**src/hw/mem_map_pkg.sv**
```systemverilog
package mem_map_pkg;

    // instruction store, 16 KiB
    localparam int iram_words       = 4096;
    localparam int iram_index_width = 12;

    // data store, 4 KiB
    localparam int dram_words       = 1024;
    localparam int dram_index_width = 10;

    // first fetch after reset
    localparam logic [31:0] start_address = 32'h0000_0004;

    // a jump here ends the program
    localparam logic [31:0] halt_address = 32'h0000_0000;

endpackage

```
**src/hw/program_counter.sv**
```systemverilog
`timescale 1ns/1ps

module program_counter (
    input  logic        clk,
    input  logic        arst_n,
    input  logic        advance,
    input  logic        branch,
    input  logic        jump,
    input  logic [15:0] branch_offset,
    input  logic [31:0] jump_target,
    output logic [31:0] pc,
    output logic        at_halt
);

    logic [31:0] pc_plus4;
    logic [31:0] branch_disp;
    logic [31:0] next_pc;

    assign pc_plus4 = pc + 32'd4;

    // word offset, sign extended and scaled to bytes
    assign branch_disp = {{14{branch_offset[15]}}, branch_offset, 2'b00};

    always_comb begin
        if (jump) begin
            next_pc = jump_target;
        end else if (branch) begin
            next_pc = pc_plus4 + branch_disp;
        end else if (advance) begin
            next_pc = pc_plus4;
        end else begin
            next_pc = pc;
        end
    end

    always_ff @(posedge clk or negedge arst_n) begin
        if (!arst_n) begin
            pc <= mem_map_pkg::start_address;
        end else begin
            pc <= next_pc;
        end
    end

    // only meaningful while an update is being applied
    assign at_halt = (advance || branch || jump) && (next_pc == mem_map_pkg::halt_address);

endmodule

```
**config.mk**
```make
export PLATFORM = sky130hd
export DESIGN_NAME = program_counter
export DESIGN_NICKNAME = d
export VERILOG_FILES = /design/src/hw/mem_map_pkg.sv /design/src/hw/program_counter.sv
export SDC_FILE = /design/constraint.sdc
export NUM_CORES = 1
export LEC_CHECK = 0
export BUFFER_PORTS_ARGS = -buffer_cell sky130_fd_sc_hd__buf_2
export CORE_UTILIZATION = 30
export CTS_CLUSTER_DIAMETER = 150
export DETAILED_ROUTE_END_ITERATION = 16
export SYNTH_ARGS = -nofsm -noshare
export SYNTH_HDL_FRONTEND = slang
export SYNTH_SLANG_ARGS = --single-unit
export TNS_END_PERCENT = 30
```
**constraint.sdc**
```tcl
create_clock -name clk -period 7.6 [get_ports clk]
set_input_delay 2.28 -clock clk [delete_from_list [all_inputs] [get_ports clk]]
set_output_delay 2.28 -clock clk [all_outputs]
set_load 0.05 [all_outputs]
```
# Word level (Yosys, flattened, before mapping)
# Cells that the tools add are included.
[totals]
elab_cells = 10
in_bits = 53
regBits = 32
[op_classes]
addsub = 2
n_reduce_logical = 4
n_mux = 3
[op_table]
columns = ["cell", "n"]
rows = [
  ["$mux 32", 3],
  ["$add 32x3->32 const B", 1],
  ["$add 32x32->32", 1],
  ["$logic_not 32->1", 1],
  ["$logic_or 1x1->1", 2],
  ["$logic_and 1x1->1", 1],
]

# Logic depth before layout (Yosys ltp)
[logic_depth]
word_depth = 6
mapped_depth = 20
ltp_nobuf = 17

# Worst setup path before layout
# No wires, ideal clock.
[synth_timing]
path_kind = "input-to-output"
start = "input port branch_offset[0]"
end = "output port at_halt"
slack_ns = -0.262
path_buffers = 0
stages = 12
t_arrival_ns = 5.582
cell_sequence = "ha_1 fa_1 xor2_1 o22ai_1 a21oi_1 or4_1 or4_1 nor4_2 nand4b_1 and4bb_1 nand4bb_1 nor4_2"
[synth_via]
elab_chain_len = 5
[synth_lines]
columns = ["item", "line", "rtl"]
rows = [
  ["from (decl)", "program_counter.sv:9", "input logic [15:0] branch_offset,"],
  ["$add 32x32->32", "program_counter.sv:28", "next_pc = pc_plus4 + branch_disp;"],
  ["$mux 32", "program_counter.sv:27", "end else if (branch) begin"],
  ["$mux 32", "program_counter.sv:25", "if (jump) begin"],
  ["via next_pc[4]", "program_counter.sv:17", "logic [31:0] next_pc;"],
  ["$logic_not 32->1", "program_counter.sv:45", "assign at_halt = (advance || branch || jump) && (next_pc == mem_map_pkg::halt_address);"],
  ["$logic_and 1x1->1", "program_counter.sv:45", ""],
  ["to (decl)", "program_counter.sv:12", "output logic at_halt"],
]
# The timed path passes the listed nets, and every way through them passes these cells.

# Final worst setup path
# Ends and elaborated chain as after synthesis.

==> impl_metrics.toml <==
[outcome]
status = "finished, violations left"
violations = "setup timing"

[cts]
cts_buffer_depth = 2
cts_root_buf = "clkbuf_16"
htree_levels = 2
cts_hold_buffers = 0
clkSlewWorstSetupHoldPaths_ns = 0.05
cts_buffers = 5
clock_latency_ns = 0.28
clock_sinks = 32
cts_tree = "built"
post_cts_buffers = 0

[die]
start_util_pct = 31.2
rows = 44
pin_count = 86
die_w_um = 126
core_um2 = 14800
dieArea_um2 = 15800
die-height_um = 126

[timing]
rsz0062_at_grt = "true"
hold_viol = 0
fin_crit_sh_pct = 103
period_needed_ns = 7.82
setup_slack_ns = -0.216
drv_slew = 0
tightestPinTransition_ns = 0.772
relSlewSlack_pct = 48.6
setup_violations = 1
skew_ns = 0.00589
max_freq_mhz = 128

[finish]
num_antenna_cells = 0
seq_area_um2 = 802
multiInputGateArea_um2 = 3670
syn_to_final_growth_pct = 32.8
reg_top3 = "pc: 32 flops"
drive_above_1_share_pct = 30.0
layout.cells.non_filler = 943
final_common_cell = "buf_4"
largest_register_ffs = 32
top_register = "pc"
fillers = 1503
num-nets-final = 850
layout_common_cells = "buf_4, buf_2, nor2_1, nand2_1, xnor2_1"

[synth]
netlist_instances = 596
synth_seq_area_share_pct = 17.4
synthFlopType = "dfrtp_1"
ys_seq_elements = 32
synthArstFlopShare_pct = 100
syn_nets = 688
synth_top_area_share_pct = 16.9
syn-cell-area_um2 = 4600
ys_warn_count = 0
synth_cell_types = 81
yosys.area.top_type = "dfrtp_1"
avgSynthCellArea_um2 = 7.72
synth-edff-count = 0
yosys-top-cells-area = "dfrtp_1, ha_1, xnor2_1"

[drt]
wire_per_inst_um = 19.0
route.detailed.drc = 0
drt-initial-drc-count = 470
first_pass_iters = 4
ant_nets = 0
avgViaCountPerCell = 5.59
vias = 5271
routed_wl_mm = 17.9

[min_path]
hp-class = "register to register"

[setup_path]
reg2reg_to = "pc[31]"
endpoint = "at_halt"
reg2reg_slack_ns = 3.14
r2r-start = "pc[7]"
start_kind = "input pin"
crit_fanout = 3
crit_required_ns = 5.32
ff2ff_path_depth = 16
arrival_ns = 5.54
worstSetupStartpoint = "branch_offset[0]"
crit_type = "input pin to output port"
worstSetupEndpointType = "output port"

[grt]
grt_start_max_net_pins = 33
grt_pass1_vias = 5035
grt_pass1_wl_mm = 27.8
antenna_found_initial = 0
grtUsageTotal_pct = 22.4
grt_overflow = 0

[placed_design]
io_buffers = 85
dpl.cell_count = 935
place_hpwl_mm = 14.5
gp_congestion = 0.946

[pwr]
leakagePower_nw = 2.62
powerDensity_nw_per_um2 = 251
finalPower_w = 0.00153
vdd_drop_max_uv = 124

[flow_run]
cap_viol_max_count = 0
## power by group
group          switching (W)  total (W)  leakage [nW]  internal [W]
Clock              0.0000762   0.000249        0.0901      0.000173
Sequential         0.0000718   0.000277         0.366      0.000205
Combinational       0.000592    0.00101          2.16      0.000415
Total               0.000740    0.00153          2.62      0.000793
## cells in the mapped netlist (all sizes together) (4+ instances only)
master and instances:
a21oi 42, nand3 34, a31oi 6, a211oi 8
xnor2 41, nand2b 6, or3 4, mux2 4
and4 8, nand2 52, ha 38, o21bai 7
inv 10, a22oi 4, a221oi 6, or4 6
nor2b 5, a21boi 4, nor3 24, o31ai 7
o21ai 18, clkbuf 16, o211ai 6, nor2 53
dfrtp 31, buf 14, and2 4, xor2 23
o22ai 8, a21o 10, nand4 21, nor4 12
and3 9, o31a 4
## critical path: stages
cell and delay [ns]:
buf_2 0.10, ha_1 0.22, fa_2 0.36, a21o_2 0.23, a221o_1 0.37, buf_4 0.16, xnor2_1 0.15, a221oi_1 0.12
o21bai_2 0.23, nor4_4 0.25, nand4b_1 0.11, and4bb_1 0.33, nand4bb_1 0.18, nor4_4 0.23, buf_6 0.20
## routing by layer
metal	GRT usage [%]	routed length, um	vias up
met5	0	0	-
met4	5.17	320	0
met3	2.34	1080	26
met2	34.4	7880	187
met1	33.3	8660	2479
li1	-	-	2579
## cells by family (layout without fill, tap and decap cells)
| group | after synthesis | count (layout) | share of synthesized area, % |
|---|---|---|---|
| mux | 7 | 7 | 1.63 |
| compound gates | 158 | 158 | 24.2 |
| fa+ha+maj | 39 | 39 | 10.8 |
| buf+inv | 41 | 204 | 4.22 |
| flops | 32 | 32 | 17.4 |
| xor+xnor | 64 | 64 | 12.2 |
| simple gates | 255 | 255 | 29.6 |
## area by class of cell
cell class / count / area share, %
sequential: 32 / 13.1
inverter: 11 / 0.676
tap: 184 / 3.77
multi-input combinational: 523 / 60.1
clock inverter: 1 / 0.492
timing repair buffer: 185 / 19.4
clock buffer: 7 / 2.50
## repair_timing
action	CTS	global route
setup endpoints to repair	1	1
pin swaps	2	1
gates resized for setup	10	3
## worst min-delay path by stage
stage / startpoint / slack, ns / endpoint / depth (start not counted)
2_1_floorplan: pc[2] / 0.71 / pc[2] / 2
6_report: pc[1] / 0.53 / pc[1] / 1
3_5_place_dp: pc[1] / 0.51 / pc[1] / 1
3_3_place_gp: pc[1] / 0.52 / pc[1] / 1
5_1_grt: pc[1] / 0.55 / pc[1] / 1
4_1_cts: pc[1] / 0.54 / pc[1] / 1
## through the flow
| step | hold WS, ns | worst slack, ns | util, % | setup TNS, ns | cell area (um2) |
|---|---|---|---|---|---|
| final | 0.529 | -0.216 | 41.4 | -0.216 | 6110 |
| after global routing | 0.551 | -0.368 | 41.4 | -0.368 | 6110 |
| after CTS | 0.538 | -0.113 | 41.3 | -0.113 | 6090 |
| after detailed placement | 0.511 | -0.344 | 39.7 | -0.344 | 5860 |
| after global placement | 0.518 | -0.320 | 39.7 | -0.320 | 5860 |
| after floorplan | 0.712 | 0.0147 | - | 0 | 4610 |
Note: power is estimated with default switching activity, not from simulation.
