### src/hw/mips_isa_pkg.sv
package mips_isa_pkg;

    // primary opcodes, instr[31:26]
    localparam logic [5:0] op_special = 6'b000000;
    localparam logic [5:0] op_beq     = 6'b000100;
    localparam logic [5:0] op_addiu   = 6'b001001;
    localparam logic [5:0] op_lw      = 6'b100011;
    localparam logic [5:0] op_sw      = 6'b101011;

    // funct codes under op_special, instr[5:0]
    localparam logic [5:0] fn_jr   = 6'b001000;
    localparam logic [5:0] fn_addu = 6'b100001;
    localparam logic [5:0] fn_subu = 6'b100011;
    localparam logic [5:0] fn_and  = 6'b100100;
    localparam logic [5:0] fn_or   = 6'b100101;
    localparam logic [5:0] fn_slt  = 6'b101010;

    typedef enum logic [2:0] {
        alu_add = 3'd0,
        alu_sub = 3'd1,
        alu_and = 3'd2,
        alu_or  = 3'd3,
        alu_slt = 3'd4
    } alu_op_t;

    // immediate format
    typedef struct packed {
        logic [5:0]  opcode;
        logic [4:0]  rs;
        logic [4:0]  rt;
        logic [15:0] imm;
    } i_fields_t;

    // register format
    typedef struct packed {
        logic [5:0] opcode;
        logic [4:0] rs;
        logic [4:0] rt;
        logic [4:0] rd;
        logic [4:0] shamt;
        logic [5:0] funct;
    } r_fields_t;

    // one instruction word, seen through either format
    typedef union packed {
        i_fields_t i;
        r_fields_t r;
    } instr_word_u;

endpackage
### src/hw/alu.sv
`timescale 1ns/1ps

module alu (
    input  logic [31:0]           a,
    input  logic [31:0]           b,
    input  mips_isa_pkg::alu_op_t op,
    output logic [31:0]           result,
    output logic                  zero
);

    always_comb begin
        case (op)
            mips_isa_pkg::alu_add: begin
                result = a + b;
            end
            mips_isa_pkg::alu_sub: begin
                result = a - b;
            end
            mips_isa_pkg::alu_and: begin
                result = a & b;
            end
            mips_isa_pkg::alu_or: begin
                result = a | b;
            end
            mips_isa_pkg::alu_slt: begin
                // signed compare, so a negative a sets the result
                result = {31'h0, $signed(a) < $signed(b)};
            end
            default: begin
                result = 32'h0;
            end
        endcase
    end

    // beq subtracts and tests this flag
    assign zero = (result == 32'h0);

endmodule

### config.mk
export PLATFORM = sky130hd
export DESIGN_NAME = alu
export DESIGN_NICKNAME = d
export VERILOG_FILES = /design/src/hw/mips_isa_pkg.sv /design/src/hw/alu.sv
export SDC_FILE = /design/constraint.sdc
export NUM_CORES = 1
export LEC_CHECK = 0
export ABC_AREA = 1
export BUFFER_PORTS_ARGS = -buffer_cell sky130_fd_sc_hd__buf_2
export CAP_MARGIN = 20
export CORE_UTILIZATION = 31
export DETAILED_ROUTE_END_ITERATION = 7
export GPL_ROUTABILITY_DRIVEN = 0
export PLACE_DENSITY = 0.51
export SETUP_SLACK_MARGIN = 0.05
export SKIP_LAST_GASP = 1
export SYNTH_ARGS = -nofsm -noshare
export SYNTH_HDL_FRONTEND = slang
export SYNTH_SLANG_ARGS = --single-unit
### constraint.sdc
create_clock -name vclk -period 5
set_input_delay 0.25 -clock vclk [all_inputs]
set_output_delay 0.25 -clock vclk [all_outputs]
set_load 0.005 [all_outputs]
* Word level (Yosys, flattened, before mapping)
Index checks and enable logic that the tools add are counted.
** Operators by class
- $add $sub $neg :: 2
- Magnitude comparators :: 1
- Equality and inequality tests :: 4
- Mux-type cells :: 1
- Bitwise operators :: 2
- Reductions and logical operators :: 2
** Operators by type and width (count)
- $pmux W32 S5 :: 1
- $add A32 B32 Y32 :: 1
- $and A32 B32 Y32 :: 1
- $logic_not A32 Y1 :: 1
- $lt A32 B32 Y1 :: 1
- $or A32 B32 Y32 :: 1
- $sub A32 B32 Y32 :: 1
- $eq A3 B2 Y1 const B :: 2
- $eq A3 B1 Y1 const B :: 1
- $eq A3 B3 Y1 const B :: 1
- $logic_not A3 Y1 :: 1
** Word-level totals
- Register bits :: 0
- Input port bits :: 67
- Word-level logic and storage cells :: 12

* Logic depth before layout (Yosys ltp)
- Depth after elaboration :: 3
- Mapped depth :: 22
- Mapped depth without buffers :: 21

* Least setup slack after synthesis
Ideal clock, no wire load.
- Path type :: input to output
- Start :: input port a[0]
- End :: output port zero
- Arrival time :: 2.064 ns
- Setup slack :: 2.686 ns
- Stages :: 16
- Path buffers :: 0
- Path through :: ha_1 fa_1 nand3_1 nand3_1 nand2_1 nand3_1 nand2_1 nand2_1 xor2_1 nand2_1 nand3_1 nor2_1 nand2_1 nor2_2 nand2_1 nor2_2
** On the way
- Word-level cells in the longest chain between the ends :: 3
- Elaborated cells between the ends (all ways) :: 7
- Those cells by class :: add/sub: 2; order compare: 1; mux: 1; bitwise: 2; reduce/logical: 1
** RTL lines
- start, declared :: line alu.sv:4 : input logic [31:0] a,
- $sub A32 B32 Y32 or $add A32 B32 Y32 (tied branches) :: line alu.sv:17, alu.sv:14
- $pmux W32 S5 (*) :: line alu.sv:12 : case (op)
- net result[16] :: line alu.sv:7 : output logic [31:0] result,
- $logic_not A32 Y1 (*) :: line alu.sv:36 : assign zero = (result == 32'h0);
- end, declared :: line alu.sv:8 : output logic zero
The timed path passes the listed nets; every way through them passes the cells marked *.

* Worst setup path in the final report
- Start :: input port a[0]
- End :: output port zero
** On the way
- Word-level cells in the longest chain between the ends :: 3
- Elaborated cells between the ends (all ways) :: 7
- Those cells by class :: add/sub: 2; order compare: 1; mux: 1; bitwise: 2; reduce/logical: 1
** RTL lines
- $sub A32 B32 Y32, or another cell as far along :: line alu.sv:17 : result = a - b;
- $pmux W32 S5 (*) :: line alu.sv:12
- $logic_not A32 Y1 (*) :: line alu.sv:36
Mark *: on every way between the ends. The rest lies on a longest branch, timed or not.

==> impl_metrics.py <==
metrics = {
    "critical_path": {
        "endpoint_kind": "primary output",
        "timing.critical_path.from_type": "input port",
        "worstPathArrival_ns": 3.02,
        "worst-endpoint-required_ns": 4.75,
        "path_max_fanout": 4,
        "worstSetupPathType": "input port to primary output",
    },
    "layout": {
        "n_sequential_cell": 0,
        "clock_buf_count": 0,
        "diodes": 0,
        "layout.area.seq_um2": 0,
        "layout_commonest_cell": "sky130_fd_sc_hd__nand2_1",
        "synthToLayoutAreaGrowth_pct": 9.356,
        "final_cell_mix": "sky130_fd_sc_hd__nand2_1 (473), sky130_fd_sc_hd__inv_1 (327), sky130_fd_sc_hd__ha_1 (105), sky130_fd_sc_hd__nand3_1 (104), sky130_fd_sc_hd__buf_2 (100)",
        "number_of_nets_in_the_layout": 1592,
        "postLayoutCellArea_um2": 7458,
        "multi_input_area_um2": 5315,
        "post_route_cells_drive_above_1_share_pct": 11.79,
        "fillers": 2557,
    },
    "place": {
        "cell_area_reported_after_detailed_placement_um2": 7458,
        "hpwl_um": 21610,
        "placement.setup.worst_slack_ns": 1.715,
        "io_buffer_count": 100,
    },
    "status": {
        "status": "completed",
    },
    "synth": {
        "number_of_nets_in_the_synthesized_netlist": 1519,
        "synth_top_cells_by_area": "sky130_fd_sc_hd__nand2_1 (26%), sky130_fd_sc_hd__ha_1 (19%), sky130_fd_sc_hd__inv_1 (18%), sky130_fd_sc_hd__nand3_1 (7.6%), sky130_fd_sc_hd__nor2_1 (5.1%)",
        "synth.top_cell.area_share_pct": 26.03,
        "synth_area_per_cell_um2": 5.071,
        "netlist_area_before_placement_um2": 6820,
        "ys_warn_count": 0,
        "yosysTopAreaCell": "sky130_fd_sc_hd__nand2_1",
        "synth_cell_types": 37,
        "ys_seq_area_share_pct": 0,
        "synthesis.instances": 1345,
    },
    "timing": {
        "max_slew.worst_pin.slew_ns": 0.8461,
        "setup_viol": 0,
        "final_period_minus_worst_setup_slack_ns": 3.272,
        "max_freq_mhz": 305.6,
        "timing.hold.ws_ns": 0.9406,
        "rsz_0062_raised_after_global_routing": "no",
        "layout_worst_path_cycle_share_pct": 65.44,
        "worst_slew_margin_rel_pct": 43.43,
        "final.setup.tns_ns": 0,
        "final-hold-violation-count": 0,
        "slack_of_the_critical_path_ns": 1.728,
        "maxSlewViolCount": 0,
    },
    "drt": {
        "detailroute.wirelength.met2_um": 10600,
        "maxUsedRoutingLayer": "met4",
        "drt_wl_total_um": 24720,
        "postRouteAntennaNets": 0,
        "detailedRoute.firstIterationViolations": 663,
        "detail_route.drc_violations": 0,
        "vias_per_cell": 4.708,
        "routed_wire_length_per_instance_um": 14.62,
        "first_pass_iters": 5,
        "detail_route.wirelength.met1_um": 12230,
        "routed-via-count": 7962,
        "met3_routed_wl_um": 1535,
    },
    "pwr": {
        "seq_power_share_pct": 0,
        "combinationalPowerShare_pct": 100.0,
        "power.leakage_uw": 0.004889,
        "total_power_uw": 788.4,
        "switchingPower_uw": 538.8,
        "cellInternalPower_uw": 249.5,
        "clock_power_share_pct": 0,
        "irDropWorstVdd_v": 0.00002885,
        "power_density_nw_per_um2": 105.7,
        "switching_share_pct": 68.35,
    },
    "worst_hold_path": {
        "hp-class": "input port to primary output",
        "startpoint_of_the_most_critical_hold_path": "op[0]",
        "depth_of_the_worst_hold_timing_path": 5,
        "min_delay_worst_endpoint": "result[0]",
    },
    "clocking": {
        "cts_resized": 0,
        "post-cts-setup-buffers": 0,
        "cts_hold_buffers": 0,
    },
    "die": {
        "dieArea_um2": 22600,
        "number_of_rows_created_at_floorplan": 53,
        "core-area_um2": 21290,
        "initial_core_util_pct": 32.04,
        "pin_count": 100,
        "die_height_um": 150.3,
        "fp.dieW_um": 150.3,
    },
    "global_routing": {
        "first_global_vias": 7169,
        "globalRouteTotalUtil_pct": 21.83,
        "antenna_found_initial": 0,
        "grt_max_degree": 29,
        "gr-total-overflow": 0,
        "grt_pass1_wl_um": 38300,
    },
    "job": {
        "maxCapViolations": 0,
    },
}
-- cell families after synthesis --
group	share of synthesized area [%]
buf+inv	22.16
xor+xnor	0.3853
simple gates	48.38
compound gates	9.228
fa+ha+maj	19.85
-- stage by stage --
step,util [%],cells
after floorplan,-,1345
after global placement,35.04,1691
after detailed placement,35.04,1691
after CTS,35.04,1691
after global routing,35.04,1691
final,35.04,1691
-- layout make-up --
cell class / instances / area share (%)
multi-input combinational: 974 / 71.26
tap: 275 / 4.613
timing repair buffer: 104 / 7.113
inverter: 338 / 17.01
-- critical path, stage by stage --
cell	delay (ns)
sky130_fd_sc_hd__buf_2	0.11
sky130_fd_sc_hd__ha_1	0.29
sky130_fd_sc_hd__fa_1	0.46
sky130_fd_sc_hd__nand3_1	0.09
sky130_fd_sc_hd__nand3_1	0.20
sky130_fd_sc_hd__nand2_1	0.11
sky130_fd_sc_hd__nand3_1	0.20
sky130_fd_sc_hd__nand2_1	0.12
sky130_fd_sc_hd__nand2_1	0.07
sky130_fd_sc_hd__xor2_1	0.14
sky130_fd_sc_hd__nand2_1	0.07
sky130_fd_sc_hd__nand3_1	0.19
sky130_fd_sc_hd__nor2_1	0.19
sky130_fd_sc_hd__nand2_1	0.08
sky130_fd_sc_hd__nor2_2	0.11
sky130_fd_sc_hd__nand2_1	0.10
sky130_fd_sc_hd__nor2_2	0.11
sky130_fd_sc_hd__buf_2	0.12
-- metal layers --
metal  vias up  track usage, %
met4         0           2.828
li1       4193               -
met2       230           34.63
met1      3519           32.43
met3        20           1.727
met5         -               0
-- cells in the mapped netlist, drive strengths merged --
library cell,number
buf,26
or2,1
o21bai,4
o22ai,22
nand4,11
nand2,484
inv,334
and3,2
o21ai,25
nand3,120
nor3,8
xor2,3
clkinv,4
nor4,2
and2,1
nand3b,11
a31oi,4
a21oi,45
o2111ai,6
a22o,1
ha,105
nor2,115
fa,2
clkbuf,7
a221oi,2
-- power by group through the flow --
stage | sequential (µW) | clock [µW] | combinational, µW
3_5_place_dp | 0 | 0 | 777
3_3_place_gp | 0 | 0 | 776
4_1_cts | 0 | 0 | 781
5_1_grt | 0 | 0 | 885
6_report | 0 | 0 | 788
2_1_floorplan | 0 | 0 | 538
-- worst max-delay path by stage --
stage	start	to	slack, ns	cells after the start
2_1_floorplan	a[0]	zero	2.69	16
3_3_place_gp	a[0]	zero	1.72	18
4_1_cts	a[0]	zero	1.71	18
5_1_grt	a[0]	zero	1.49	18
3_5_place_dp	a[0]	zero	1.71	18
6_report	a[0]	zero	1.73	18
(Power assumes the default switching activity.)
