==> src/hw/register_file.sv <==
`timescale 1ns/1ps

module register_file (
    input  logic        clk,
    input  logic        arst_n,
    input  logic [4:0]  rs_index,
    input  logic [4:0]  rt_index,
    input  logic [4:0]  rd_index,
    input  logic [31:0] write_data,
    input  logic        we,
    output logic [31:0] rs_value,
    output logic [31:0] rt_value
);

    // r0 has no storage
    logic [31:0] regs [1:31];

    always_ff @(posedge clk or negedge arst_n) begin
        if (!arst_n) begin
            for (int n = 1; n < 32; n++) begin
                regs[n] <= 32'h0;
            end
        end else if (we && rd_index != 5'd0) begin
            regs[rd_index] <= write_data;
        end
    end

    // both read ports are combinational
    always_comb begin
        rs_value = 32'h0;
        rt_value = 32'h0;
        if (rs_index != 5'd0) begin
            rs_value = regs[rs_index];
        end
        if (rt_index != 5'd0) begin
            rt_value = regs[rt_index];
        end
    end

endmodule

==> config.mk <==
export PLATFORM = sky130hd
export DESIGN_NAME = register_file
export DESIGN_NICKNAME = d
export VERILOG_FILES = /design/src/hw/register_file.sv
export SDC_FILE = /design/constraint.sdc
export NUM_CORES = 2
export LEC_CHECK = 0
export BUFFER_PORTS_ARGS = -buffer_cell sky130_fd_sc_hd__buf_2
export CAP_MARGIN = 10
export CORE_MARGIN = 1.5
export CORE_UTILIZATION = 50
export CTS_BUF_LIST = sky130_fd_sc_hd__clkbuf_16
export DETAILED_ROUTE_END_ITERATION = 8
export PLACE_DENSITY = 0.66
export SETUP_SLACK_MARGIN = 0.3
export SLEW_MARGIN = 30
export SYNTH_ARGS = -nofsm -noshare
export SYNTH_HDL_FRONTEND = slang
export SYNTH_SLANG_ARGS = --single-unit
==> constraint.sdc <==
create_clock -name clk -period 2.1 [get_ports clk]
set_clock_uncertainty 0.15 [all_clocks]
set_input_delay 0.105 -clock clk [delete_from_list [all_inputs] [get_ports clk]]
set_output_delay 0.105 -clock clk [all_outputs]
set_load 0.1 [all_outputs]
# Word level (Yosys, flattened, before mapping)
# Cells that the tools add are included.
# Widths: inputs -> output; s select.
dict set report totals {
  ff_bits 992
  latchBits 0
  ram_bits 0
  mem_bits_ro 0
  out_inout_bits 64
  wordCells 54
  memories 0
}
dict set report op_classes {
  add_sub_neg 0
  mul 0
  div_mod_pow 0
  magnitude_cmp 4
  eq_ne 0
  shifts 0
  mux 11
  bitwise_logic 3
  reduce_logical 5
}
# cell n
set op_table {}
lappend op_table {{$bwmux 992} 1}
lappend op_table {{$bmux 32 s5} 2}
lappend op_table {{$mux 32} 7}
lappend op_table {{$demux 32 s5} 1}
lappend op_table {{$ge 6x6->1 const B} 3}
lappend op_table {{$not 5->6} 3}
lappend op_table {{$reduce_bool 5->1} 3}
lappend op_table {{$lt 6x1->1 const B} 1}
lappend op_table {{$logic_and 1x1->1} 2}

# Depth between registers and ports, before layout
dict set report logic_depth {
  word_depth 6
  mapped_depth 9
}

# Worst setup path before layout
# OpenSTA, ideal clock, no wires.
dict set report synth_timing {
  kind {in2out}
  start {input port rs_index[1]}
  end {output port rs_value[31]}
  t_arrival_ns 4.170
  required_ns 1.845
  path_slack_ns -2.325
  cell_stages 7
  n_path_buf 3
  path_cell_list {buf_2 buf_6 or2_2 buf_2 o22ai_1 nor3_1 nor4b_1}
}
dict set report synth_between {
  elab_chain_cells 5
}
# item line_no
set synth_rtl {}
lappend synth_rtl {{start, declared} 6} ;# input logic [4:0] rs_index,
lappend synth_rtl {{$not 5->6 (not written as such)} 33} ;# rs_value = regs[rs_index];
lappend synth_rtl {{$bmux 32 s5} 33}
lappend synth_rtl {{$mux 32 (not written as such) (2 in series)} 33}
lappend synth_rtl {{$mux 32 (*)} 32} ;# if (rs_index != 5'd0) begin
lappend synth_rtl {{end, declared} 11} ;# output logic [31:0] rs_value,
# Mark *: on every way between the ends. The rest lies on a longest branch, timed or not. The select of a mux whose other input is x is not followed.

# Final worst setup path
dict set report layout_timing {
  start {register regs[549] in the netlist's numbering}
  end {output port rt_value[5]}
}
dict set report layout_between {
  elab_chain_cells 4
}
# item line_no
set layout_rtl {}
lappend layout_rtl {{start, declared} 16} ;# logic [31:0] regs [1:31];
lappend layout_rtl {{start signal, assigned by index} 24} ;# regs[rd_index] <= write_data;
lappend layout_rtl {{$bmux 32 s5} 36} ;# rt_value = regs[rt_index];
lappend layout_rtl {{$mux 32 (not written as such) (2 in series)} 36}
lappend layout_rtl {{$mux 32} 35} ;# if (rt_index != 5'd0) begin
lappend layout_rtl {{end, declared} 12} ;# output logic [31:0] rt_value
# No other way between the ends. The select of a mux whose other input is x is not followed.

==> impl_metrics.sql <==
INSERT INTO impl_metrics (metric_group, metric, value, unit) VALUES
('yosys', 'postSynthRegisterBits', '992', ''),
('final_layout', 'areaGrowthSynthToFinish', '24.1', '%'),
('place', 'dp_worst_setup_slack', '-0.262', 'ns'),
('critical_path', 'timing.critical_path.arrival', '2.48', 'ns'),
('place', 'postPlaceCellArea', '0.0616', 'sq mm'),
('sta', 'final_number_of_setup_violating_endpoints', '64', ''),
('critical_path', 'critical_path.max_fanout', '3', ''),
('yosys', 'post_synth_fa_ha_maj_area_fraction', '0', '%'),
('drt', 'drc', '0', ''),
('power', 'power.combinational.fraction', '25.7', '%'),
('sta', 'layout_min_cycle_time', '2.74', 'ns'),
('drt', 'antenna_violating_nets_post_route', '0', ''),
('outcome', 'violations_in_the_final_reports', 'setup timing', ''),
('final_layout', 'layout.core_utilization', '62.8', '%'),
('critical_path', 'cp-end-kind', 'output port', ''),
('clock_network', 'cts.sinks', '992', ''),
('drt', 'via_count', '38300', ''),
('place', 'dp_hpwl', '113', 'mm'),
('final_layout', 'leading_cell_types_in_the_layout_fill_and_taps_excluded', 'sky130_fd_sc_hd__dfrtp_1, sky130_fd_sc_hd__mux2_2, sky130_fd_sc_hd__mux2i_1', ''),
('sta', 'worst-slew-pin-transition', '0.819', 'ns'),
('power', 'cellPowerDensity', '903', 'mW/mm^2'),
('die', 'die_height', '330', 'microns'),
('sta', 'achievable-frequency', '365', 'MHz'),
('sta', 'drv_slew', '0', ''),
('grt', 'via_count_of_the_first_global_routing_pass', '39200', ''),
('power', 'power.total', '59900', 'uW'),
('sta', 'period_share', '130', '%'),
('hold_path', 'hp-start', 'rd_index[3]', ''),
('sta', 'setup_slack', '-0.640', 'ns'),
('drt', 'avgViaCountPerCell', '6.54', ''),
('clock_network', 'cts.path.max_buffers', '3', ''),
('sta', 'final-hold-violation-count', '0', ''),
('power', 'static-leakage-power', '0.0299', 'uW'),
('yosys', 'post_synth_and_or_nand_nor_area_fraction', '3.15', '%'),
('die', 'core_footprint', '0.106', 'sq mm'),
('outcome', 'outcome', 'finished with violations', ''),
('drt', 'drt_first_iter_violations', '3403', ''),
('critical_path', 'crit_chain', 'mux4_2 -> nor2b_4 -> a211oi_2 -> buf_4 -> nor4_4 -> buf_4 -> buf_12', ''),
('place', 'placedCellCount', '5590', ''),
('yosys', 'synth_nets', '4116', ''),
('clock_network', 'htree_num_levels', '3', ''),
('die', 'dieWidth', '330', 'microns'),
('final_layout', 'final_cells', '5861', ''),
('power', 'power_frac_seq', '43.0', '%'),
('die', 'placementRows', '119', ''),
('drt', 'routed_wire_length_per_instance', '29.8', 'microns'),
('hold_path', 'timing.hold.worst.class', 'primary input to flip-flop', ''),
('die', 'start_util', '50.6', '%'),
('drt', 'wl', '175', 'mm'),
('grt', 'grt.overflow.total', '0', ''),
('yosys', 'synthesis.area_per_instance', '13.1', 'sq um'),
('place', 'place.port_buffers', '113', ''),
('yosys', 'yosys.area_share.xor_xnor', '0', '%'),
('yosys', 'synth.cell_area', '0.0534', 'sq mm'),
('die', 'pin_count', '114', ''),
('clock_network', 'worst_setup_hold_path_clk_slew', '0.06', 'ns'),
('critical_path', 'critPathSlowestCell', 'sky130_fd_sc_hd__mux4_2', ''),
('sta', 'max-slew-margin-rel', '45.0', '%'),
('final_layout', 'layout-drive-gt1-share', '49.1', '%'),
('power', 'pwr-share-clk', '31.3', '%'),
('yosys', 'synth-compound-area-share', '6.58', '%'),
('final_layout', 'regMostFlops', 'regs', ''),
('yosys', 'post_synth_num_cell_types', '41', ''),
('critical_path', 'r2r-start', 'regs[562]', ''),
('yosys', 'synth_seq_area_share', '46.5', '%'),
('clock_network', 'worstSkewPairLatency', '0.72', 'ns'),
('grt', 'antenna_found_initial', '5', ''),
('final_layout', 'top_regs', 'regs: 992 flops', ''),
('grt', 'groute.usage.overall', '32.1', '%'),
('critical_path', 'critical_path.top_delay_family', 'buffers and inverters', ''),
('final_layout', 'numnets_final', '4430', '');
## cell usage after synthesis
master,instances
sky130_fd_sc_hd__nand4b_1,1
sky130_fd_sc_hd__buf_1,25
sky130_fd_sc_hd__and2_1,1
sky130_fd_sc_hd__buf_8,2
sky130_fd_sc_hd__nor4_2,3
sky130_fd_sc_hd__buf_12,1
sky130_fd_sc_hd__or3b_2,1
sky130_fd_sc_hd__buf_2,185
sky130_fd_sc_hd__mux2_2,1041
sky130_fd_sc_hd__nor2b_1,41
sky130_fd_sc_hd__a221o_1,32
sky130_fd_sc_hd__nand2_1,19
sky130_fd_sc_hd__or2_1,1
sky130_fd_sc_hd__buf_4,17
sky130_fd_sc_hd__or3_1,32
sky130_fd_sc_hd__or2_2,3
sky130_fd_sc_hd__nor3b_2,1
sky130_fd_sc_hd__nor4_1,29
sky130_fd_sc_hd__nand3_1,5
sky130_fd_sc_hd__buf_6,17
sky130_fd_sc_hd__dfrtp_1,992
sky130_fd_sc_hd__nor4b_1,1
sky130_fd_sc_hd__nand2_2,1
sky130_fd_sc_hd__nand2b_1,10
sky130_fd_sc_hd__a22oi_1,64
sky130_fd_sc_hd__and2b_1,2
sky130_fd_sc_hd__mux4_2,128
sky130_fd_sc_hd__mux2i_1,577
sky130_fd_sc_hd__a211oi_1,63
sky130_fd_sc_hd__clkbuf_1,188
sky130_fd_sc_hd__and3_1,3
sky130_fd_sc_hd__a21oi_1,32
sky130_fd_sc_hd__a221oi_1,31
sky130_fd_sc_hd__o2111a_1,1
sky130_fd_sc_hd__and2_0,1
sky130_fd_sc_hd__nor3_1,131
sky130_fd_sc_hd__nor2_1,15
sky130_fd_sc_hd__nand4_1,1
sky130_fd_sc_hd__nand3b_1,2
sky130_fd_sc_hd__mux2_1,79
sky130_fd_sc_hd__o22ai_1,287
## metrics by stage
stage,setup TNS (ns),hold WS [ns]
after floorplan,-17.07,-0.341
after global placement,-5.88,-0.0574
after detailed placement,-7.46,-0.0595
after CTS,-31.14,0.0153
after global routing,-31.83,0.0494
final,-27.82,0.0520
## layer usage
metal  GRT usage, %  vias to the layer above  part of all wire [%]
met5              0                        -                 0.017
met4           10.1                        4                   3.2
met3           4.98                      347                   6.7
met2           50.2                     1519                    46
met1           46.0                    20300                    44
li1               -                    16100                     -
## timing repair
action                     in CTS  in global routing
setup buffers                  25                 10
pin swaps                      68                 23
hold buffers                   35                  0
hold endpoints to repair     1984                  0
setup endpoints to repair      64                 64
gates resized for setup        59                 75
## power groups by stage
stage / logic [uW] / registers, uW / clock network (uW)
floorplan: 10600 / 25000 / 0
global placement: 14400 / 25700 / 0
detailed placement: 14700 / 25900 / 0
CTS: 15100 / 25600 / 19000
global route: 16300 / 26200 / 19800
finish: 15400 / 25700 / 18700
## tightest hold or removal path: stages
cell                      delay [ns]
sky130_fd_sc_hd__buf_2          0.10
sky130_fd_sc_hd__buf_4          0.17
sky130_fd_sc_hd__nand3_4        0.10
sky130_fd_sc_hd__buf_12         0.20
sky130_fd_sc_hd__mux2_1         0.17
## final timing paths
| kind | end | slack (ns) | cells past startpoint |
|---|---|---|---|
| max | rt_value[5] | -0.64 | 7 |
| min | regs[229] | 0.05 | 5 |
| max reg2reg | regs[562] | 0.94 | 3 |
| min reg2reg | regs[91] | 0.36 | 1 |
| max in group asynchronous | regs[700] | 0.63 | 3 |
| min in group asynchronous | regs[970] | 0.10 | 3 |
## kinds of logic after synthesis
logic type / Yosys count
flip-flops: 992
AND/OR/NAND/NOR: 304
buffers and inverters: 435
AO/OA/AOI/OAI: 510
multiplexers: 1825
## area by class of cell
| cell class | instances | area, sq um |
|---|---|---|
| Multi-Input combinational cell | 2639 | 28700 |
| Clock inverter | 86 | 652 |
| Fill cell | 7933 | 39300 |
| Antenna cell | 4 | 10.0 |
| Timing Repair Buffer | 638 | 7600 |
| Clock buffer | 111 | 2780 |
| Tap cell | 1391 | 1740 |
| Sequential cell | 992 | 24800 |
Power figures use the tool's default switching activity.
