--- src/hw/mips_isa_pkg.sv ---
package mips_isa_pkg;

    // primary opcodes, instr[31:26]
    localparam logic [5:0] op_special = 6'b000000;
    localparam logic [5:0] op_beq     = 6'b000100;
    localparam logic [5:0] op_addiu   = 6'b001001;
    localparam logic [5:0] op_lw      = 6'b100011;
    localparam logic [5:0] op_sw      = 6'b101011;

    // funct codes under op_special, instr[5:0]
    localparam logic [5:0] fn_jr   = 6'b001000;
    localparam logic [5:0] fn_addu = 6'b100001;
    localparam logic [5:0] fn_subu = 6'b100011;
    localparam logic [5:0] fn_and  = 6'b100100;
    localparam logic [5:0] fn_or   = 6'b100101;
    localparam logic [5:0] fn_slt  = 6'b101010;

    typedef enum logic [2:0] {
        alu_add = 3'd0,
        alu_sub = 3'd1,
        alu_and = 3'd2,
        alu_or  = 3'd3,
        alu_slt = 3'd4
    } alu_op_t;

    // immediate format
    typedef struct packed {
        logic [5:0]  opcode;
        logic [4:0]  rs;
        logic [4:0]  rt;
        logic [15:0] imm;
    } i_fields_t;

    // register format
    typedef struct packed {
        logic [5:0] opcode;
        logic [4:0] rs;
        logic [4:0] rt;
        logic [4:0] rd;
        logic [4:0] shamt;
        logic [5:0] funct;
    } r_fields_t;

    // one instruction word, seen through either format
    typedef union packed {
        i_fields_t i;
        r_fields_t r;
    } instr_word_u;

endpackage
--- src/hw/cpu_control.sv ---
`timescale 1ns/1ps

module cpu_control (
    input  logic                      clk,
    input  logic                      arst_n,
    input  logic                      start,
    input  mips_isa_pkg::instr_word_u instr,
    input  logic                      alu_zero,
    input  logic                      at_halt,
    output mips_isa_pkg::alu_op_t     alu_op,
    output logic                      alu_use_imm,
    output logic                      rf_we,
    output logic                      wb_from_mem,
    output logic                      rd_from_r,
    output logic                      pc_advance,
    output logic                      pc_branch,
    output logic                      pc_jump,
    output logic                      dram_we,
    output logic                      ir_load,
    output logic                      halted
);

    enum logic [2:0] {
        st_idle,
        st_fetch,
        st_execute,
        st_memory,
        st_writeback,
        st_halt
    } state, state_next;

    logic is_lw;
    logic is_sw;

    assign is_lw     = (instr.i.opcode == mips_isa_pkg::op_lw);
    assign is_sw     = (instr.i.opcode == mips_isa_pkg::op_sw);
    assign rd_from_r = (instr.r.opcode == mips_isa_pkg::op_special);
    assign halted    = (state == st_halt);

    always_ff @(posedge clk or negedge arst_n) begin
        if (!arst_n) begin
            state <= st_idle;
        end else begin
            state <= state_next;
        end
    end

    // strobes per state
    always_comb begin
        alu_op      = mips_isa_pkg::alu_add;
        alu_use_imm = 1'b0;
        rf_we       = 1'b0;
        wb_from_mem = 1'b0;
        pc_advance  = 1'b0;
        pc_branch   = 1'b0;
        pc_jump     = 1'b0;
        dram_we     = 1'b0;
        ir_load     = 1'b0;
        case (state)
            st_fetch: begin
                ir_load = 1'b1;
            end
            st_execute: begin
                case (instr.i.opcode)
                    mips_isa_pkg::op_special: begin
                        rf_we      = 1'b1;
                        pc_advance = 1'b1;
                        case (instr.r.funct)
                            mips_isa_pkg::fn_addu: alu_op = mips_isa_pkg::alu_add;
                            mips_isa_pkg::fn_subu: alu_op = mips_isa_pkg::alu_sub;
                            mips_isa_pkg::fn_and:  alu_op = mips_isa_pkg::alu_and;
                            mips_isa_pkg::fn_or:   alu_op = mips_isa_pkg::alu_or;
                            mips_isa_pkg::fn_slt:  alu_op = mips_isa_pkg::alu_slt;
                            mips_isa_pkg::fn_jr: begin
                                rf_we      = 1'b0;
                                pc_advance = 1'b0;
                                pc_jump    = 1'b1;
                            end
                            default: begin
                                // unknown funct is a no-op
                                rf_we = 1'b0;
                            end
                        endcase
                    end
                    mips_isa_pkg::op_addiu: begin
                        alu_use_imm = 1'b1;
                        rf_we       = 1'b1;
                        pc_advance  = 1'b1;
                    end
                    mips_isa_pkg::op_lw, mips_isa_pkg::op_sw: begin
                        // address only, pc moves after the access
                        alu_use_imm = 1'b1;
                    end
                    mips_isa_pkg::op_beq: begin
                        alu_op     = mips_isa_pkg::alu_sub;
                        pc_branch  = alu_zero;
                        pc_advance = !alu_zero;
                    end
                    default: begin
                        pc_advance = 1'b1;
                    end
                endcase
            end
            st_memory: begin
                // hold the address for the access
                alu_use_imm = 1'b1;
                dram_we     = is_sw;
                pc_advance  = is_sw;
            end
            st_writeback: begin
                alu_use_imm = 1'b1;
                wb_from_mem = 1'b1;
                rf_we       = 1'b1;
                pc_advance  = 1'b1;
            end
            default: begin
            end
        endcase
    end

    always_comb begin
        state_next = state;
        case (state)
            st_idle: begin
                if (start) begin
                    state_next = st_fetch;
                end
            end
            st_fetch: begin
                state_next = st_execute;
            end
            st_execute: begin
                if (is_lw || is_sw) begin
                    state_next = st_memory;
                end else begin
                    state_next = at_halt ? st_halt : st_fetch;
                end
            end
            st_memory: begin
                if (is_lw) begin
                    state_next = st_writeback;
                end else begin
                    state_next = at_halt ? st_halt : st_fetch;
                end
            end
            st_writeback: begin
                state_next = at_halt ? st_halt : st_fetch;
            end
            default: begin
                // halt holds until reset
                state_next = state;
            end
        endcase
    end

endmodule

--- config.mk ---
export PLATFORM = sky130hd
export DESIGN_NAME = cpu_control
export DESIGN_NICKNAME = d
export VERILOG_FILES = /design/src/hw/mips_isa_pkg.sv /design/src/hw/cpu_control.sv
export SDC_FILE = /design/constraint.sdc
export NUM_CORES = 1
export LEC_CHECK = 0
export BUFFER_PORTS_ARGS = -buffer_cell sky130_fd_sc_hd__clkbuf_2
export CAP_MARGIN = 20
export CORE_MARGIN = 8
export CORE_UTILIZATION = 25
export DETAILED_ROUTE_END_ITERATION = 7
export PLACE_DENSITY = 0.58
export SLEW_MARGIN = 5
export SYNTH_ARGS = -nofsm -noshare
export SYNTH_HDL_FRONTEND = slang
export SYNTH_SLANG_ARGS = --single-unit
--- constraint.sdc ---
create_clock -name clk -period 2.2 [get_ports clk]
set_clock_uncertainty 0.2 [all_clocks]
set_input_delay 0.44 -clock clk [delete_from_list [all_inputs] [get_ports clk]]
set_output_delay 0.44 -clock clk [all_outputs]
set_load 0.01 [all_outputs]
* Yosys cells after proc, flatten, opt, wreduce, memory -nomap -nowiden
Cells that the tools add are included.
** Word-level totals
- Bits in registers :: 3
- Bits of input ports :: 37
- Output and inout port bits :: 13
- Logic and storage cells :: 51
** Cells by class
- Equality and inequality tests :: 16
- Multiplexer cells :: 24
- Reductions and logical operators :: 10
** Operators with widths (count)
- 6-bit == test (second input constant) :: 7
- 3-bit two-way mux :: 5
- 3-bit one-hot mux with 5 select lines :: 1
- 6-bit by 4-bit == test with 1-bit output (second input constant) :: 2
- 3-bit one-hot mux with 4 select lines :: 1
- 1-bit two-way mux :: 11
- 3-bit by 2-bit == test with 1-bit output (second input constant) :: 2
- 3-bit == test (second input constant) :: 2
- 6-bit by 3-bit == test with 1-bit output (second input constant) :: 1
- 6-bit logical NOT :: 1
- 1-bit one-hot mux with 2 select lines :: 3
- 1-bit one-hot mux with 3 select lines :: 2
- 3-bit one-hot mux with 2 select lines :: 1
- 5-bit nonzero test :: 1
- 5-bit OR reduction :: 1
- 2-bit OR reduction :: 2
- 3-bit by 1-bit == test with 1-bit output (second input constant) :: 1
- 3-bit logical NOT :: 1
- 3-bit OR reduction :: 1
- 2-bit != test (second input constant) :: 1
- 2-bit AND reduction :: 1
- 1-bit logical NOT :: 1
- 1-bit logical OR :: 1

* Longest topological paths before layout
Gate-level depths: netlist of run 1.
- Depth after elaboration :: 5
- Depth in mapped cells :: 6
- Mapped depth without buffers :: 5

* Worst setup path after synthesis of run 1
Ideal clock, no wire load.
- Path kind :: input-to-output
- Start point :: input port instr[27] (netlist bit)
- End point :: output port alu_op[0]
- Arrival time :: 1631 ps
- Data required time :: 1560 ps
- Path slack :: -71 ps
- Stages :: 4
- Path buffers :: 0
- Cells stage by stage :: or3_1 > or3_4 > nand3b_4 > o31ai_2
** Between the ends
- Longest elaborated chain between the ends :: 3
- Elaborated cells between the ends (all ways) :: 4
- Classes of those cells :: eq/ne (1); mux (2); reduce/logical (1)
** RTL lines
- start, declared :: line cpu_control.sv:7 : input mips_isa_pkg::instr_word_u instr,
- 6-bit by 3-bit == test with 1-bit output or 6-bit logical NOT (tied branches) :: line cpu_control.sv:64 : case (instr.i.opcode)
- 3-bit one-hot mux with 2 select lines * :: line cpu_control.sv:64
- 3-bit two-way mux * :: line cpu_control.sv:59 : case (state)
- end, declared :: line cpu_control.sv:10 : output mips_isa_pkg::alu_op_t alu_op,
Mark *: on every way between the ends. The rest lies on a longest branch, timed or not.

* Worst setup path in the final report of run 1
Ends and elaborated chain as after synthesis.

==> results of run 1 <==
==> cell usage after synthesis (all sizes together) <==
cell type / count
nor2: 7
a21oi: 4
inv: 4
nand2: 4
nor3: 4
dfrtp: 3
nand3b: 3
nor2b: 3
nor3b: 3
a21o: 2
clkbuf: 2
nand2b: 2
nand4b: 2
o31ai: 2
or3: 2
a221oi: 1
a31oi: 1
and2: 1
and4: 1
and4b: 1
nand3: 1
o2111ai: 1
o211ai: 1
o21a: 1
o21ai: 1
o22ai: 1
o31a: 1
or2: 1
xor2: 1
==> worst max-delay path, delay by kind of cell <==
family,cells,cell delay (ns)
AND/OR/NAND/NOR,3,0.95
buffers and inverters,2,0.25
AO/OA/AOI/OAI,1,0.18
==> kinds of logic after synthesis <==
| family | share of synthesized area (%) |
|---|---|
| AND/OR/NAND/NOR | 52.0 |
| buffers and inverters | 4.90 |
| AO/OA/AOI/OAI | 24.8 |
| XOR/XNOR | 1.91 |
| flip-flops | 16.3 |
==> report_power, final <==
| part | internal [mW] | leakage (nW) | switching, mW |
|---|---|---|---|
| combinational | 0.198 | 0.406 | 0.217 |
| clock | 0.0680 | 0.0150 | 0.0288 |
| sequential | 0.0839 | 0.0352 | 0.0160 |
| total | 0.350 | 0.456 | 0.262 |
==> what timing repair did <==
action | 4_1_cts | 5_1_grt
setup buffers | 1 | 2
pin swaps | 2 | 3
setup endpoints to repair | 8 | 8
gates resized for setup | 4 | 12
hold buffers | 1 | 0
hold endpoints to repair | 3 | 0
==> metrics by stage <==
stage / power [mW] / hold WS (ns) / util (%)
CTS: 0.619 / 0.326 / 46.4
finish: 0.612 / 0.337 / 48.6
global placement: 0.508 / 0.0378 / 43.0
detailed placement: 0.514 / 0.0385 / 43.0
floorplan: 0.345 / -0.0556 / -
global route: 0.668 / 0.337 / 48.6
==> area by class of cell <==
class                   count  area [um^2]  area share [%]
inverters                   4         15.0            1.79
flip-flops and latches      3         75.1            8.96
clock buffers               4         26.3            3.13
well taps                  25         31.3            3.73
multi-input cells          52          403            48.1
repair buffers             45          288            34.3
==> how the worst max path moves through the flow <==
stage | startpoint | end | depth (start not counted)
after global routing | instr[27] | pc_advance | 6
after floorplan | instr[27] | pc_jump | 4
after detailed placement | instr[27] | alu_op[0] | 6
final | instr[27] | alu_op[0] | 6
after global placement | instr[27] | alu_op[0] | 6
after CTS | instr[27] | pc_advance | 6
==> routing by layer <==
layer	track usage (%)	vias to the layer above	share of wire [%]
li1	-	320	-
met1	7.63	282	38
met2	17.3	20	52
met3	3.26	2	9.1
met4	4.10	0	1.1
met5	0	-	0
==> results.toml, run 1 <==
[route]
dr.pass1.iters = 3
routed_wl_mm = 1.50
drt_iter0_drc = 9
vias = 624
wl_per_cell_um = 11.3
ant_nets = 0
drc_errors = 0
vias_per_cell = 4.69

[status]
status = "finished with violations"
violations = "negative setup slack"

[die]
die_y_um = 58.9
die_w_um = 58.9
start_util_pct = 26.6
core_um2 = 1730
fp.dieArea_um2 = 3460
rows = 15
ios = 50

[finish]
final_area_um2 = 838
largest_register_ffs = 3
instances_no_fill = 133
fillers = 184
reg_top3 = "state x3"
largest-register = "state"
layout-drive-gt1-share_pct = 56.5
nets = 146
layout_commonest_cell = "clkbuf_2"
final_cell_mix = "clkbuf_2 (21), buf_4 (13), buf_2 (6)"
antenna_cells = 0
area_growth_syn_to_layout_pct = 82.6

[setup_path]
r2r_slack_ns = 0.88
reg2reg_to = "state[2]"
max_stage_delay_ns = 0.38
crit_path_top_delay_cell = "or3_4"
path_max_fanout = 4
r2r-start = "state[1]"
ff2ff_path_depth = 4
worst-setup-path-type = "in -> out"
critPathRequiredTime_ns = 1.56
startpoint_type = "input port"
arrival_ns = 1.82
cp-end-kind = "primary output"
path_common_cell = "or3_4"
crit_chain = "buf_6 > or3_4 > or3_4 > nand3b_4 > o31ai_4 > buf_2"

[placed_design]
place_area_um2 = 742
dp.cells = 125
portBuffers = 29
hpwl_mm = 1.32
dp_slack_ns = -0.326
gp_congestion = 0.728

[power]
ir_drop_v = 0.000626
powerDensity_nw_per_um2 = 730
power_leakage_nw = 0.456

[clock_tree]
htreeDepth = 1
clk_pin_slew_ns = 0.04
clock-root-buffer = "clkbuf_4"
clockBufferDepth = 2
cts_inserted_buffers = 3
clock_sinks = 3
clk_latency_ns = 0.23
cts_tree = "yes"

[global_routing]
grt_max_degree = 11
grt_pass1_wl_mm = 2.45
globalRouteOverflowTotal = 0
antenna_found_initial = 0
grt_util_all_layers_pct = 8.83
grt_pass1_vias = 637

[timing]
setup_violations = 8
slew_headroom_pct = 71.9
clock.fmax_mhz = 406
hold_viol = 0
tightest_slew_ns = 0.421
fin_tns_setup_ns = -1.59
drv_slew = 0
rsz0062_at_grt = "true"
period_needed_ns = 2.46
period_share_pct = 112
fin_ws_ns = -0.264

[logic_synthesis]
synth_seq_area_share_pct = 16.3
syn_nets = 98
syn_area_um2 = 459
avgSynthCellArea_um2 = 7.53
yosysTopAreaCell = "dfrtp_1"
ys_ff_latch = 3
ys_top_cells_by_area = "dfrtp_1 (16%), nor2_1 (5.7%), nand4b_4 (5.2%)"
syn_inst = 61
yosysUniqueCellTypes = 33
yosys_warnings = 0
yosys.area.top_type_share_pct = 16.3

[min_path]
hold_path_class = "in -> async"

[run]
cap_violations = 0
No activity file was read; power rests on OpenSTA's default activity.
==> run 2, diff against run 1 <==
Settings changed: CORE_UTILIZATION 25 to 33, CTS_CLUSTER_DIAMETER from default to 50, PLACE_DENSITY 0.58 to 0.74.
==> run 2 against run 1 <==
Net effect:
- the flow still finishes with violations (negative setup slack)
- sequential share of layout area increased by 0.48 points
- non-clock buffer count decreased by 1
- largest cell class unchanged
- highest routed layer unchanged
- power increased by 1.5%
- register-to-register slack improved by 0.02 ns
==> results.toml, run 2 (synthesis results as in run 1) <==
[status]
status = "finished with violations"
violations = "negative setup slack"

[finish]
final_area_um2 = 796
fillers = 152
multi_input_area_um2 = 390
largest-register = "state"
largest_register_ffs = 3
layout_commonest_cell = "clkbuf_2"
area_growth_syn_to_layout_pct = 73.3
reg_top3 = "state x3"
layout-drive-gt1-share_pct = 53.3
nets = 145
instances_no_fill = 122
final_cell_mix = "clkbuf_2 (23), buf_4 (13), nor2_1 (7), buf_2 (5)"
seqCellArea_um2 = 75.1
antenna_cells = 0

[global_routing]
grt_util_all_layers_pct = 12.3
grt_pass1_vias = 653
globalRouteOverflowTotal = 0
grt_pass1_wl_mm = 2.70
antenna_found_initial = 0
grt_max_degree = 11

[setup_path]
critPathRequiredTime_ns = 1.56
worst-setup-path-type = "in -> out"
r2r-start = "state[1]"
reg2reg_to = "state[2]"
path_max_fanout = 4
cp-end-kind = "primary output"
r2r_slack_ns = 0.90
startpoint_type = "input port"
arrival_ns = 1.81
ff2ff_path_depth = 4

[route]
drc_errors = 0
ant_nets = 0
routed_wl_mm = 1.58
dr.pass1.iters = 4
vias_per_cell = 5.30
drt_iter0_drc = 4
vias = 647
wl_per_cell_um = 13.0

[run]
cap_violations = 0

[power]
total_power_uw = 621
powerDensity_nw_per_um2 = 780
power_leakage_nw = 0.449
ir_drop_v = 0.000741

[timing]
hold_ws_ns = 0.332
rsz0062_at_grt = "true"
setup_violations = 8
tightest_slew_ns = 0.358
period_needed_ns = 2.45
drv_slew = 0
fin_tns_setup_ns = -1.28
hold_viol = 0
period_share_pct = 111
clock.fmax_mhz = 408
fin_ws_ns = -0.252
slew_headroom_pct = 76.1

[min_path]
hold_depth = 3
hold_path_class = "in -> reg"
hold_end = "state[2]"
hp-start = "at_halt"

[clock_tree]
clock-root-buffer = "clkbuf_4"
htreeDepth = 1
clockBufferDepth = 2
clock_sinks = 3
clk_latency_ns = 0.24
cts_tree = "yes"
clk_pin_slew_ns = 0.04
cts_inserted_buffers = 3

[die]
die_w_um = 53.3
start_util_pct = 35.3
rows = 13
die_y_um = 53.3
ios = 50
fp.dieArea_um2 = 2840
core_um2 = 1300

[placed_design]
gp_congestion = 0.803
hpwl_mm = 1.34
portBuffers = 29
place_area_um2 = 737
dp.cells = 116
-- run 2: cell count changes in the layout (fill, tap and decap cells not counted), sizes merged --
cell / before / now
buf: 23 / 20
clkbuf: 25 / 27
-- run 2: critical path, stage by stage --
cell       delay (ns)
buf_6            0.09
or3_4            0.37
or3_4            0.35
o211ai_1         0.24
o2111ai_2        0.15
buf_2            0.17
-- run 2: worst max-delay path by stage --
stage,start,endpoint,depth (start not counted)
final,instr[27],pc_advance,6
after CTS,instr[27],pc_advance,6
after global routing,instr[27],pc_advance,6
after floorplan,instr[27],pc_jump,4
after detailed placement,instr[27],alu_op[0],6
after global placement,instr[27],alu_op[0],6
-- run 2: layer usage --
| metal | up-vias | global-route usage [%] | part of all wire, % |
|---|---|---|---|
| li1 | 318 | - | - |
| met1 | 298 | 13.1 | 41 |
| met2 | 29 | 22.1 | 49 |
| met3 | 2 | 2.52 | 8.7 |
| met4 | 0 | 6.30 | 1.3 |
| met5 | - | 0 | 0 |
-- run 2: what timing repair did --
action / CTS / global route
buffers inserted: 1 / 0
pin swaps: 3 / 2
endpoints found under the setup margin: 8 / 8
hold buffers: 1 / 0
gates resized for setup: 1 / 7
endpoints found under the hold margin: 3 / 0
-- run 2: layout make-up --
cell class	count	share of cell area, %
multi-input cells	52	49.1
inverters	4	1.89
well taps	15	2.36
clock buffers	4	3.30
repair buffers	44	34.0
flip-flops and latches	3	9.43
-- run 2: metrics by stage --
stage | setup slack, ns | util (%)
finish | -0.252 | 61.2
global route | -0.306 | 61.2
CTS | -0.270 | 60.4
detailed placement | -0.306 | 56.6
global placement | -0.285 | 56.6
floorplan | -0.0626 | -
-- run 2: power breakdown --
part | internal, mW | leakage [nW] | switching (mW)
clock network | 0.0682 | 0.0150 | 0.0326
logic | 0.196 | 0.398 | 0.224
registers | 0.0839 | 0.0352 | 0.0165
total | 0.348 | 0.449 | 0.273
